`config.mk`:
```
export PLATFORM = sky130hd
export DESIGN_NAME = trace_renderer
export DESIGN_NICKNAME = d
export VERILOG_FILES = /design/src/verilog/scope_pkg.sv /design/src/verilog/trace_renderer.sv
export SDC_FILE = /design/constraint.sdc
export NUM_CORES = 1
export LEC_CHECK = 0
export ABC_AREA = 0
export BUFFER_PORTS_ARGS = -buffer_cell sky130_fd_sc_hd__clkbuf_2
export CORE_MARGIN = 5
export CORE_UTILIZATION = 55
export DETAILED_ROUTE_END_ITERATION = 16
export HOLD_SLACK_MARGIN = 0.05
export PLACE_DENSITY = 0.92
export SETUP_SLACK_MARGIN = 0.02
export SYNTH_ARGS = -nofsm -noshare
export SYNTH_HDL_FRONTEND = slang
export SYNTH_SLANG_ARGS = --single-unit
```
`constraint.sdc`:
```
create_clock -name clk -period 6.1 [get_ports clk]
set_clock_uncertainty 0.1 [all_clocks]
set_input_delay 0.305 -clock clk [delete_from_list [all_inputs] [get_ports clk]]
set_output_delay 0.305 -clock clk [all_outputs]
set_load 0.1 [all_outputs]
```
`src/verilog/scope_pkg.sv`:
```
package scope_pkg;

	//////////////////////////////////////////////////////////////////////
	// sample and trace widths
	//////////////////////////////////////////////////////////////////////

	// raw ADC sample
	localparam int SAMPLE_W = 12;
	// stored trace height, taken from the top of a sample
	localparam int PIX_W = 8;
	// channel order is a0, a1, b0, b1
	localparam int NUM_CH = 4;

	//////////////////////////////////////////////////////////////////////
	// grid and colours
	//////////////////////////////////////////////////////////////////////

	// vertical grid line where these low column bits are all ones
	localparam int GRID_X_BITS = 6;
	// horizontal grid line where these low row bits are zero
	localparam int GRID_Y_BITS = 5;

	localparam logic [23:0] COLOR_A0 = 24'hffffff;
	localparam logic [23:0] COLOR_A1 = 24'hff0000;
	localparam logic [23:0] COLOR_B0 = 24'h00ff00;
	localparam logic [23:0] COLOR_B1 = 24'h0000ff;
	localparam logic [23:0] COLOR_GRID = 24'h808080;

endpackage

```
`src/verilog/trace_renderer.sv`:
```
`timescale 1ns/1ps

module trace_renderer import scope_pkg::*; #(
	parameter int COLUMNS = 800,
	parameter int TRACE_TOP = 224,
	parameter int LANE_PITCH = 32
) (
	input  logic clk,
	input  logic reset,
	input  logic blank,
	input  logic vsync,
	output logic [$clog2(COLUMNS)-1:0] col,
	input  logic [NUM_CH-1:0][PIX_W-1:0] col_min,
	input  logic [NUM_CH-1:0][PIX_W-1:0] col_max,
	output logic [7:0] red,
	output logic [7:0] green,
	output logic [7:0] blue
);

	localparam int CW = $clog2(COLUMNS);
	// room for the lowest lane plus one spare bit against wrap
	localparam int ROW_W = $clog2(TRACE_TOP + NUM_CH * LANE_PITCH + (1 << PIX_W)) + 1;

	logic [ROW_W-1:0] row;
	logic [ROW_W-1:0] row_d1;
	logic [ROW_W-1:0] row_d2;
	logic [CW-1:0] col_d1;
	logic [CW-1:0] col_d2;
	logic [CW+GRID_X_BITS-1:0] col_ext;
	logic blank_d;
	logic in_scope;
	logic grid_hit;
	logic [NUM_CH-1:0] lane_hit;
	logic [23:0] rgb;

	//////////////////////////////////////////////////////////////////////
	// raster counters
	//////////////////////////////////////////////////////////////////////

	always_ff @(posedge clk) begin
		if (reset) begin
			col <= '0;
			row <= '0;
			blank_d <= 1'b0;
		end else begin
			blank_d <= blank;
			col <= blank ? '0 : col + 1'b1;
			if (vsync)
				row <= '0;
			else if (blank & ~blank_d)
				row <= row + 1'b1;
		end
	end

	// match the two cycle buffer read
	always_ff @(posedge clk) begin
		if (reset) begin
			col_d1 <= '0;
			col_d2 <= '0;
			row_d1 <= '0;
			row_d2 <= '0;
		end else begin
			col_d1 <= col;
			col_d2 <= col_d1;
			row_d1 <= row;
			row_d2 <= row_d1;
		end
	end

	//////////////////////////////////////////////////////////////////////
	// pixel tests
	//////////////////////////////////////////////////////////////////////

	assign in_scope = row_d2 >= ROW_W'(TRACE_TOP);

	// narrow screens have no vertical grid
	assign col_ext = col_d2;
	// the grid stays inside the scope area
	assign grid_hit = in_scope
		&& ((&col_ext[GRID_X_BITS-1:0]) || (row_d2[GRID_Y_BITS-1:0] == '0));

	for (genvar k = 0; k < NUM_CH; k++) begin : g_lane
		localparam int BASE = TRACE_TOP + k * LANE_PITCH;
		logic [ROW_W-1:0] offset;

		// height of this row above the lane base
		assign offset = row_d2 - ROW_W'(BASE);
		assign lane_hit[k] = (row_d2 >= ROW_W'(BASE))
			&& (offset >= ROW_W'(col_min[k]))
			&& (offset <= ROW_W'(col_max[k]));
	end

	// a0 wins over a1 over b0 over b1, grid last
	always_ff @(posedge clk) begin
		if (reset)
			rgb <= '0;
		else if (lane_hit[0])
			rgb <= COLOR_A0;
		else if (lane_hit[1])
			rgb <= COLOR_A1;
		else if (lane_hit[2])
			rgb <= COLOR_B0;
		else if (lane_hit[3])
			rgb <= COLOR_B1;
		else if (grid_hit)
			rgb <= COLOR_GRID;
		else
			rgb <= '0;
	end

	assign red = rgb[23:16];
	assign green = rgb[15:8];
	assign blue = rgb[7:0];

	// nothing is drawn above the scope area
	assert property (@(posedge clk) disable iff (reset)
		!in_scope |=> {red, green, blue} == 24'h000000);

endmodule

```
==> results summary <==
The count of nets left with antenna violations once routing finished came out at 0. The setup violation total in the final timing report came out at 0. The clock transition time at the flip-flop clock pins of the worst setup and hold paths came out at 0.07 ns. The count of pins over their slew limit is 0. In the final timing run, aggregate negative setup slack is 0 ns.

For this run, the top clock speed supported by timing is 317 MHz. Input and output buffers added on the ports amount to a little over 100. In this run the mean area of a mapped cell was 8.64 um2. The final cycle utilization of the critical path is 0.518. The data arrival time of the worst path came out at 3.29 ns. The weighted congestion at the end of routability-driven global placement is 0.895.

The clock drives 62 sinks. The most used flip-flop cell after synthesis is dfxtp_1. The cell count after placement is ~650.

Leaving out fill and tap cells, the most frequent cells in the layout are clkbuf_2 (101), ha_1 (75), inv_1 (66). Across all register-to-register paths, the minimum setup slack is 2.94 ns. The first global-routing pass estimated ~15000 um of wire.

The tightest min-delay check is of the input port to flip-flop type. The area of the core came out at ~7300 um2. The combinational share of power is 0.093.

The number of standard cells in the layout, taps in and fillers out came out at 662. For this run, the register share of the synthesized area comes to 0.304. Once the clock tree was built, the setup fixing pass inserted 0 buffers. The height of the die is 96.2 um. The static leakage power came out at 2.45 nW. The area of combinational cells with multiple inputs came out at 2420 um2.

The TritonCTS clock tree is done. The remaining global-route overflow came out at 0. Setup repair after global routing left no endpoint under its margin.

For this design, the slowest cell found on the critical path is dfxtp_1. The maximum level of the CTS H-tree is 3. The via count of the first global-routing pass is 3465. The post-layout utilization of the core came out at 0.659. The number of buffers created by CTS is 9. The global routing usage summed across all routing layers came out at 0.206.

Headroom to the max-slew limit came out at 0.474. The first detailed-routing pass ran for 4 iterations. The worst-case IR drop observed on VDD is 0.000274 V. The power per standard cell area is 192 nW/um2. The critical path required time is 6.24 ns.

The deepest clock path buffer count came out at 2. The number of inserted filler cells in the final layout came out at approximately 600. The slew at the pin with the worst max-slew slack is ~0.79 ns. The power spent charging and discharging nets is 200 uW. The critical path goes through inv_1 > ha_1 > ha_1 > a21oi_1 > o21ai_0 > a21oi_1 > a21boi_0 > or4_1 > nor2b_4 > a311oi_2. The number of gates resized after CTS came out at 0.

The total I/O pin count came out at 102. Leaving out fill and tap cells, the most frequent cell in the layout is clkbuf_2. Compared with the post-synthesis result, the final layout area differs by 17.0%. The first routing iteration left approximately 190 violations. The HPWL reported at the end of detailed placement is around 7300 um.

In the final routed layout, each cell accounts on average for approximately 14 um. For this run, asynchronously set or reset flops after synthesis account for 0. The number of diodes is 0. The critical path is of the flip-flop to flip-flop type. The total of max-cap violations came out at 0. The initial antenna violation count came to 0. The overall via count from detail_route came out at 3480. The sequential cell area is 1240 um2. The DRC violation count after routing is 0. The initial standard-cell utilization of the core is 0.564. The element type at the critical path start is a flip-flop. The number of hold violations in the final report is 0. The switching power as a share of total power came out at 0.218.

The proportion of power drawn by the clock network is 0.461. The largest incremental delay on the critical path came out at 0.56 ns. The net count of the finished layout is 701.

Internal power comes to 718 uW. The part of the power in registers came out at 0.446. During synthesis, Yosys emitted a total of 0 warnings. The flow ran to the end, and the final reports show no timing, DRC or antenna violations. The kind of capture point of the worst setup path is a flip-flop. The worst path in the final design needs a cycle of 3.16 ns, including I/O delays and setup. The number of hold buffers added after CTS was 0.

The number of standard cells after synthesis is 473. The final wirelength came out at ~9300 um. When the netlist entered floorplanning its net count stood at 616. In the final layout, the share of cells above drive strength 1 is 0.226.

The die width came out at 96.2 um. The unique cell type count in the Yosys netlist is 49. The mapped netlist covers slightly above 4000 um2. The via count normalized by instance count is 5.26. The floorplan has 31 rows. The largest net degree at the start of global routing is 44. Along the worst path, the maximum fanout reaches 9.

The register bit count reported by yosys is slightly above 60. The total die area came out at 9260 um2. Clock tree synthesis selected as its root buffer the cell clkbuf_8.

The clock reaches the later pin of the worst-skew pair after 0.33 ns. The number of enable flip-flop cells after synthesis came out at 0. After routing the design area is 4780 um2. The post-placement cell area is 4550 um2.
## worst max-delay path: cells and delay by family, from the launching register on
kind | cells | cell delay (ns)
flip-flops | 1 | 0.56
adder cells (fa/ha/maj) | 2 | 0.71
buffers and inverters | 1 | 0.21
AND/OR/NAND/NOR | 2 | 0.75
AO/OA/AOI/OAI | 5 | 0.75
## cell families after synthesis
kind of cell,count (synthesis),share of synthesized area
compound gates,67,0.107
xor+xnor,24,0.0532
fa+ha+maj,75,0.229
buf+inv,94,0.104
flops,62,0.304
mux,3,0.00765
simple gates,148,0.195
## worst paths after layout
check,from,cells after the start,to
hold / removal,blank,2,blank_d
setup / recovery,row_d2[5],10,rgb[15]
hold reg to reg,row_d1[4],1,row_d2[4]
setup reg to reg,row_d2[5],10,rgb[15]
## per-layer routing
metal / part of all wire / GRT usage / vias up
li1: - / - / 1749
met3: 0.063 / 0.0305 / 17
met1: 0.41 / 0.228 / 1606
met2: 0.51 / 0.383 / 108
met5: 0 / 0 / -
met4: 0.016 / 0.0936 / 0
## flip-flops by register name, indices dropped and copies added (netlist names)
name     flops
row         11
col_d2       6
col         10
col_d1       6
row_d1      11
row_d2      11
blank_d      1
rgb          6
## synth_stat cells (2+ instances only)
master	count	area, um2
xor2_1	15	131
nand2_1	16	60.1
buf_2	3	15.0
a21oi_1	23	115
buf_4	18	135
o22ai_1	2	12.5
mux2i_1	2	20.0
inv_1	66	248
a211oi_1	4	30.0
xnor2_1	8	70.1
clkbuf_1	6	22.5
a21o_1	4	30.0
o21ai_0	11	55.1
or4_1	2	15.0
a221oi_1	2	17.5
nand2b_1	7	43.8
nand4_1	10	62.6
o31a_1	2	17.5
nand3_1	20	100
a31oi_1	4	25.0
and4_1	3	26.3
dfxtp_1	62	1240
o21a_1	2	15.0
nor2b_1	40	250
nor3_1	7	35.0
or2_2	3	18.8
and3_1	5	31.3
ha_1	75	938
o211ai_1	2	15.0
nor2_1	30	113
## power by group through the flow
stage / clock network (mW) / logic [mW] / registers [mW]
finish: 0.423 / 0.0857 / 0.409
floorplan: 0 / 0.0454 / 0.422
detailed placement: 0 / 0.0849 / 0.418
global route: 0.452 / 0.0972 / 0.409
global placement: 0 / 0.0786 / 0.418
CTS: 0.432 / 0.0856 / 0.409
## metrics by stage
stage | hold WS [ns] | power (mW) | worst slack, ns
after floorplan | 0.277 | 0.467 | 3.40
after global placement | 0.318 | 0.496 | 3.14
after detailed placement | 0.323 | 0.503 | 3.02
after CTS | 0.112 | 0.926 | 3.00
after global routing | 0.136 | 0.958 | 2.82
final | 0.127 | 0.918 | 2.94
## final cells by class
class | instances | area share
timing repair buffer | 101 | 0.106
clock buffer | 10 | 0.0267
inverter | 67 | 0.0529
tap | 99 | 0.0259
multi-input combinational | 317 | 0.507
clock inverter | 6 | 0.0228
sequential | 62 | 0.260
(Power assumes the default switching activity.)
