`config.mk`:
```
export PLATFORM = sky130hd
export DESIGN_NAME = envelope_capture
export DESIGN_NICKNAME = d
export VERILOG_FILES = /design/src/verilog/scope_pkg.sv /design/src/verilog/envelope_capture.sv
export SDC_FILE = /design/constraint.sdc
export NUM_CORES = 1
export LEC_CHECK = 0
export BUFFER_PORTS_ARGS = -buffer_cell sky130_fd_sc_hd__buf_2
export CAP_MARGIN = 5
export CORE_UTILIZATION = 45
export DETAILED_ROUTE_END_ITERATION = 8
export PLACE_DENSITY_LB_ADDON = 0.12
export SLEW_MARGIN = 15
export SYNTH_ARGS = -nofsm -noshare
export SYNTH_HDL_FRONTEND = slang
export SYNTH_SLANG_ARGS = --single-unit
```
`constraint.sdc`:
```
create_clock -name clk -period 3.85 [get_ports clk]
set_clock_uncertainty 0.05 [all_clocks]
set_input_delay 0.9625 -clock clk [delete_from_list [all_inputs] [get_ports clk]]
set_output_delay 0.9625 -clock clk [all_outputs]
set_load 0.01 [all_outputs]
```
`src/verilog/scope_pkg.sv`:
```
package scope_pkg;

	//////////////////////////////////////////////////////////////////////
	// sample and trace widths
	//////////////////////////////////////////////////////////////////////

	// raw ADC sample
	localparam int SAMPLE_W = 12;
	// stored trace height, taken from the top of a sample
	localparam int PIX_W = 8;
	// channel order is a0, a1, b0, b1
	localparam int NUM_CH = 4;

	//////////////////////////////////////////////////////////////////////
	// grid and colours
	//////////////////////////////////////////////////////////////////////

	// vertical grid line where these low column bits are all ones
	localparam int GRID_X_BITS = 6;
	// horizontal grid line where these low row bits are zero
	localparam int GRID_Y_BITS = 5;

	localparam logic [23:0] COLOR_A0 = 24'hffffff;
	localparam logic [23:0] COLOR_A1 = 24'hff0000;
	localparam logic [23:0] COLOR_B0 = 24'h00ff00;
	localparam logic [23:0] COLOR_B1 = 24'h0000ff;
	localparam logic [23:0] COLOR_GRID = 24'h808080;

endpackage

```
`src/verilog/envelope_capture.sv`:
```
`timescale 1ns/1ps

module envelope_capture import scope_pkg::*; (
	input  logic clk,
	input  logic reset,
	input  logic vsync,
	input  logic ad_strobe,
	input  logic [SAMPLE_W-1:0] ad_a0,
	input  logic [SAMPLE_W-1:0] ad_a1,
	input  logic [SAMPLE_W-1:0] ad_b0,
	input  logic [SAMPLE_W-1:0] ad_b1,
	output logic [NUM_CH-1:0][PIX_W-1:0] env_min,
	output logic [NUM_CH-1:0][PIX_W-1:0] env_max
);

	logic [NUM_CH-1:0][SAMPLE_W-1:0] sample;
	logic [NUM_CH-1:0][SAMPLE_W-1:0] run_min;
	logic [NUM_CH-1:0][SAMPLE_W-1:0] run_max;
	logic vsync_d;
	logic vsync_rise;
	logic pending;
	logic restart;

	// index 0 is a0, index 3 is b1
	assign sample = {ad_b1, ad_b0, ad_a1, ad_a0};

	assign vsync_rise = vsync & ~vsync_d;

	// the restart strobe is the first one at or after rising vsync
	assign restart = ad_strobe & (pending | vsync_rise);

	always_ff @(posedge clk) begin
		if (reset) begin
			vsync_d <= 1'b0;
			pending <= 1'b0;
		end else begin
			vsync_d <= vsync;
			if (ad_strobe)
				pending <= 1'b0;
			else if (vsync_rise)
				pending <= 1'b1;
		end
	end

	//////////////////////////////////////////////////////////////////////
	// running envelope and frame latch
	//////////////////////////////////////////////////////////////////////

	always_ff @(posedge clk) begin
		if (reset) begin
			run_min <= '0;
			run_max <= '0;
			env_min <= '0;
			env_max <= '0;
		end else if (restart) begin
			for (int k = 0; k < NUM_CH; k++) begin
				// hand the finished frame on, keep only the top bits
				env_min[k] <= run_min[k][SAMPLE_W-1 -: PIX_W];
				env_max[k] <= run_max[k][SAMPLE_W-1 -: PIX_W];
				// new frame starts from this sample
				run_min[k] <= sample[k];
				run_max[k] <= sample[k];
			end
		end else if (ad_strobe) begin
			for (int k = 0; k < NUM_CH; k++) begin
				if (sample[k] < run_min[k])
					run_min[k] <= sample[k];
				if (sample[k] > run_max[k])
					run_max[k] <= sample[k];
			end
		end
	end

	// a latched bar never turns upside down
	for (genvar k = 0; k < NUM_CH; k++) begin : g_env_chk
		assert property (@(posedge clk) disable iff (reset)
			restart |=> env_min[k] <= env_max[k]);
	end

endmodule

```
==> impl_metrics.env, run 1 <==
export IMPL_status="finished clean"
export IMPL_htreeDepth=4
export IMPL_grt_max_degree=113
export IMPL_drc=0
export IMPL_hp_class="register to register"
export IMPL_grt_pass1_vias=6339
export IMPL_worst_slack_ns=1.30
export IMPL_cts_tree="done"
export IMPL_io_buffers=115
export IMPL_synth_edff_count=0
export IMPL_syn2layout_area_growth_pct=16.3
export IMPL_fill_cells=1819
export IMPL_routed_wl_um=18600
export IMPL_core_rowCount=50
export IMPL_synth_top_cells_by_count="162 x dfxtp_1, 148 x nand2_1, 140 x inv_1, 96 x a21oi_1, 92 x ha_1"
export IMPL_synth_seq_area_share=0.378
export IMPL_die_area_um2=19600
export IMPL_antenna_diode_count=0
export IMPL_first_pass_iters=4
export IMPL_netlist_instances=988
export IMPL_route_antenna_remaining_nets=0
export IMPL_die_y_um=140
export IMPL_clkLatencyLatePin_ns=0.43
export IMPL_p_leak_nw=4.42
export IMPL_async_reset_ff_frac=0
export IMPL_grt_antenna_before_repair=0
export IMPL_cts_buffer_depth=2
export IMPL_cp_required_ns=4.16
export IMPL_max_slew_margin=0.360
export IMPL_slowest_stage="o22ai_2"
export IMPL_clk_pin_slew_ns=0.07
export IMPL_gr_usage_all_layers=0.198
export IMPL_slowest_delay_ns=0.84
export IMPL_coreArea_um2=18700
export IMPL_yosysMostFrequentCell="dfxtp_1"
export IMPL_die_w_um=140
export IMPL_path_max_fanout=16
export IMPL_ctsHoldBuffers=0
export IMPL_crit_chain="buf_2 > nor2b_1 > nor2_1 > and2b_2 > o22ai_2 > mux2i_1"
export IMPL_synth_ff_type="dfxtp_1"
export IMPL_clock_sinks=162
export IMPL_overflow=0
export IMPL_yosys_area_top_type="dfxtp_1"
export IMPL_synth_cell_type_count=34
export IMPL_cts_setup_buffers=0
export IMPL_start_kind="primary input"
export IMPL_ios=116
export IMPL_drtIter0Drc=273
export IMPL_crit_arrival_ns=2.86
export IMPL_grt_pass1_wl_um=31300
export IMPL_slew_violations=0
export IMPL_criticalPathCategory="primary input to register"
export IMPL_place_congestion=0.813
export IMPL_syn_nets=1132
export IMPL_yosys_warnings=0
export IMPL_min_period_ns=2.55
export IMPL_synth_top_area_share=0.378
export IMPL_end_kind="register"
export IMPL_tns_ns=0
export IMPL_synth_area_leaders="dfxtp_1 38%, ha_1 13%, nand2_1 6.5%"
export IMPL_numCtsBuffers=17
export IMPL_dp_hpwl_um=13300
export IMPL_vias_per_cell=5.07
export IMPL_fmax_ghz=0.392
export IMPL_totalPowerFinal_mw=4.47
export IMPL_vias=6761
export IMPL_synth_area_um2=8580
export IMPL_place_ws_ns=0.841
export IMPL_wl_per_cell_um=14.0
export IMPL_power_density_nw_per_um2=448
export IMPL_tightest_slew_ns=0.960
export IMPL_root_buffer="clkbuf_16"
export IMPL_cap_viol_max_count=0
export IMPL_ir_drop_mv=0.316
export IMPL_start_util=0.459
export IMPL_final_nets=1231
export IMPL_setup_viol=0
export IMPL_min_period_over_period=0.662
export IMPL_synth_ff_latch_count=162
export IMPL_syn_area_per_cell_um2=8.69
export IMPL_finalHoldViolCount=0
export IMPL_drive_gt1_frac=0.162
export IMPL_post_cts_resized=0
export IMPL_rsz0062_at_grt="no"
## critical path: cells and delay by family
kind | cells | cell delay, ns
mux | 1 | 0.26
compound gates | 1 | 0.84
simple gates | 3 | 0.68
buf+inv | 1 | 0.11
## logic make-up (layout without fill, tap and decap cells)
family	count (synthesis)	in the layout	share of synthesized area
AO/OA/AOI/OAI	197	197	0.157
multiplexers	48	48	0.0560
buffers and inverters	191	303	0.0927
flip-flops	162	162	0.378
AND/OR/NAND/NOR	298	298	0.183
adder cells (fa/ha/maj)	92	92	0.134
## metal layers
| layer | track usage | part of all wire | vias up |
|---|---|---|---|
| met5 | 0 | 0 | - |
| met4 | 0.0642 | 0.013 | 0 |
| met3 | 0.0335 | 0.032 | 18 |
| met2 | 0.318 | 0.45 | 104 |
| met1 | 0.270 | 0.51 | 3106 |
| li1 | - | - | 3533 |
## layout make-up
type                       count  area [um^2]  area share
clock inverter                14          201      0.0202
inverter                     140          526      0.0527
clock buffer                  18          439      0.0440
sequential                   162         3240       0.325
timing repair buffer         131          723      0.0725
tap                          234          293      0.0293
multi-input combinational    635         4560       0.456
## metrics by stage
stage / hold slack, ns / instance area (um^2) / cells / utilization
global placement: 0.390 / 9340 / 1302 / 0.499
detailed placement: 0.393 / 9340 / 1302 / 0.499
CTS: 0.401 / 9980 / 1334 / 0.534
finish: 0.401 / 9980 / 1334 / 0.534
global route: 0.414 / 9980 / 1334 / 0.534
floorplan: 0.382 / 8580 / 988 / -
## placed cells by master (no fill, tap or decap), types with 5 or more instances in the layout
master,synthesis,final
a21o_1,12,12
a21oi_1,96,96
buf_2,23,114
buf_4,2,15
clkbuf_16,0,17
dfxtp_1,162,162
ha_1,92,92
inv_1,140,140
mux2i_1,48,48
nand2_1,148,148
nand2b_1,60,59
nand4_1,12,12
nor2_1,5,5
nor2b_1,6,6
nor3_1,5,5
o21ai_0,8,8
o32ai_1,48,48
or2b_1,45,45
## power breakdown
group	total, mW	switching, mW	internal, mW
clock	1.86	0.747	1.11
combinational	0.756	0.428	0.328
sequential	1.86	0.0641	1.79
## sequential cells by signal (all words and copies together) (netlist names)
register,flops
run_max,48
run_min,48
env_max,32
env_min,32
pending,1
vsync_d,1
## path summary, 6_finish.rpt
check	slack [ns]	depth (start not counted)	end	startpoint
hold reg to reg	0.40	2	env_max[8]	run_max[16]
setup / recovery	1.30	6	run_min[27]	vsync
hold / removal	0.40	2	env_max[8]	run_max[16]
setup reg to reg	1.60	7	run_min[27]	run_min[31]
Note: power is estimated with default switching activity, not from simulation.
==> run 2: changes to the inputs <==
--- a/config.mk
+++ b/config.mk
@@ -5,6 +5,7 @@
 export SDC_FILE = /design/constraint.sdc
 export NUM_CORES = 1
 export LEC_CHECK = 0
+export ABC_AREA = 1
 export BUFFER_PORTS_ARGS = -buffer_cell sky130_fd_sc_hd__buf_2
 export CAP_MARGIN = 5
 export CORE_UTILIZATION = 45
==> constraint.sdc (replaced) <==
create_clock -name clk -period 2.4 [get_ports clk]
set_clock_uncertainty 0.05 [all_clocks]
set_input_delay 0.6 -clock clk [delete_from_list [all_inputs] [get_ports clk]]
set_output_delay 0.6 -clock clk [all_outputs]
set_load 0.01 [all_outputs]
==> run 2 against run 1 <==
Cell count rose by 18%; synthesized area rose by 1.6%; flip-flop and latch count did not move; critical path depth rose by 3; hold slack got worse by 0.050 ns; total power rose by 73%; combinational power rose by 150%; sequential power rose by 65%; synthesized cell count rose by 22%; register-to-register slack got worse by 1.1 ns; design area rose by 1.9%; non-clock buffer count rose by 7; largest cell class unchanged; largest power group unchanged.
==> impl_metrics.env, run 2 <==
export IMPL_status="finished clean"
export IMPL_wl_per_cell_um=12.8
export IMPL_cts_tree="done"
export IMPL_max_slew_margin=0.640
export IMPL_fmax_ghz=0.519
export IMPL_root_buffer="clkbuf_16"
export IMPL_vias=7640
export IMPL_synth_xor_area_frac=0
export IMPL_muxShareOfSynthArea=0
export IMPL_synth_area_leaders="dfxtp_1 37%, ha_1 13%, a21oi_1 11%"
export IMPL_min_delay_start="reset"
export IMPL_power_density_nw_per_um2=762
export IMPL_synthAdderAreaFrac=0.132
export IMPL_die_y_um=141
export IMPL_async_reset_ff_frac=0
export IMPL_gr_usage_all_layers=0.210
export IMPL_start_util=0.463
export IMPL_synth_top_area_share=0.372
export IMPL_tns_ns=0
export IMPL_synth_seq_area_share=0.372
export IMPL_ir_drop_mv=0.523
export IMPL_numCtsBuffers=17
export IMPL_place_congestion=0.769
export IMPL_yosysMostFrequentCell="nand2_1"
export IMPL_r2r_cells=9
export IMPL_clkLatencyLatePin_ns=0.43
export IMPL_vias_per_cell=4.87
export IMPL_htreeDepth=4
export IMPL_reg2reg_slack_ns=0.48
export IMPL_ctsHoldBuffers=0
export IMPL_slew_violations=0
export IMPL_final_common_cell="nand2_1"
export IMPL_final_cell_mix="220 x nand2_1, 188 x a21oi_1, 162 x dfxtp_1"
export IMPL_io_buffers=115
export IMPL_syn_area_per_cell_um2=7.23
export IMPL_largestRegisters="run_max x48, run_min x48"
export IMPL_die_area_um2=19900
export IMPL_synth_cell_type_count=20
export IMPL_fill_cells=1864
export IMPL_holdPathEnd="vsync_d"
export IMPL_p_leak_nw=5.21
export IMPL_path_max_fanout=24
export IMPL_cts_setup_buffers=0
export IMPL_reg2reg_to="run_min[26]"
export IMPL_netlist_instances=1207
export IMPL_final_nets=1440
export IMPL_syn2layout_area_growth_pct=16.6
export IMPL_totalPowerFinal_mw=7.75
export IMPL_cap_viol_max_count=0
export IMPL_setup_viol=0
export IMPL_tightest_slew_ns=0.539
export IMPL_route_antenna_remaining_nets=0
export IMPL_start_kind="register"
export IMPL_ios=116
export IMPL_finalHoldViolCount=0
export IMPL_synth_ff_type="dfxtp_1"
export IMPL_rsz0062_at_grt="no"
export IMPL_cts_buffer_depth=2
export IMPL_yosys_area_top_type="dfxtp_1"
export IMPL_synth_ff_latch_count=162
export IMPL_grt_max_degree=129
export IMPL_clock_sinks=162
export IMPL_clk_pin_slew_ns=0.07
export IMPL_min_period_over_period=0.802
export IMPL_grt_pass1_vias=7041
export IMPL_routed_wl_um=20100
export IMPL_synth_compound_area_frac=0.154
export IMPL_worstReg2RegStart="run_min[35]"
export IMPL_synth_top_family_by_area="simple AND/OR/NAND/NOR gates"
export IMPL_drtIter0Drc=284
export IMPL_dp_hpwl_um=13800
export IMPL_hold_path_cell_count=2
export IMPL_first_pass_iters=4
export IMPL_whs_ns=0.351
export IMPL_end_kind="register"
export IMPL_criticalPathCategory="register to register"
export IMPL_syn_nets=1351
export IMPL_synth_simple_gate_area_frac=0.234
export IMPL_core_rowCount=50
export IMPL_coreArea_um2=18800
export IMPL_overflow=0
export IMPL_antenna_diode_count=0
export IMPL_crit_arrival_ns=2.19
export IMPL_grt_pass1_wl_um=33900
export IMPL_synth_area_um2=8720
export IMPL_hp_class="primary input to register"
export IMPL_yosys_warnings=0
export IMPL_synth_top_cells_by_count="220 x nand2_1, 188 x a21oi_1, 162 x dfxtp_1, 154 x inv_1, 123 x nor2_1"
export IMPL_drc=0
export IMPL_min_period_ns=1.92
export IMPL_drive_gt1_frac=0.155
export IMPL_synth_edff_count=0
export IMPL_grt_antenna_before_repair=0
export IMPL_die_w_um=141
export IMPL_cp_required_ns=2.66
export IMPL_post_cts_resized=0
## run 2: cell types whose count changed after synthesis, moves of 60 or more
cell	previous run	this run
o21ai_0	8	68
nor2_1	5	123
nand2b_1	60	0
nand3_1	4	80
nand2_1	148	220
a21oi_1	96	188
## run 2: per-layer routing
layer / part of all wire / GRT usage
met2: 0.46 / 0.350
met4: 0.012 / 0.0715
met3: 0.027 / 0.0326
met1: 0.50 / 0.277
met5: 0 / 0
## run 2: kinds of logic after synthesis
| group | Yosys count |
|---|---|
| simple gates | 465 |
| buf+inv | 224 |
| fa+ha+maj | 92 |
| flops | 162 |
| compound gates | 264 |
## run 2: cell type report
class	count	area, um^2	area share
tap	260	325	0.0320
clock inverter	12	160	0.0158
clock buffer	20	437	0.0429
timing repair buffer	138	873	0.0859
sequential	162	3240	0.319
inverter	156	593	0.0583
multi-input combinational	821	4540	0.446
## run 2: per-stage QoR
stage / cells / utilization / instance area (um^2) / worst slack [ns]
final: 1569 / 0.540 / 10200 / 0.475
after global routing: 1569 / 0.540 / 10200 / 0.309
after CTS: 1569 / 0.540 / 10200 / 0.476
after detailed placement: 1537 / 0.508 / 9570 / 0.152
after global placement: 1537 / 0.508 / 9570 / 0.181
after floorplan: 1207 / - / 8720 / 0.476
## run 2: where the power goes
| part | switching (mW) | total, mW | internal [mW] |
|---|---|---|---|
| Sequential | 0.0870 | 3.07 | 2.98 |
| Combinational | 1.15 | 1.88 | 0.725 |
| Clock | 1.16 | 2.80 | 1.64 |
| Total | 2.40 | 7.75 | 5.34 |
## run 2: worst max-delay path by stage
stage | depth (start not counted) | start | endpoint
3_5_place_dp | 9 | ad_a1[11] | run_min[19]
6_report | 9 | run_min[35] | run_min[26]
3_3_place_gp | 9 | ad_b0[11] | run_min[29]
2_1_floorplan | 13 | ad_b0[11] | run_max[28]
5_1_grt | 9 | run_min[35] | run_min[25]
4_1_cts | 9 | run_min[35] | run_min[26]
## run 2: worst max-delay path, cell delays in order, from the launching register on
cell and delay (ns):
dfxtp_1 0.31, inv_1 0.08, ha_1 0.31, nand2_1 0.07, nand2_1 0.04, o21bai_1 0.17
nor2_2 0.10, nand2_2 0.32, a21oi_1 0.29, nor2_1 0.07
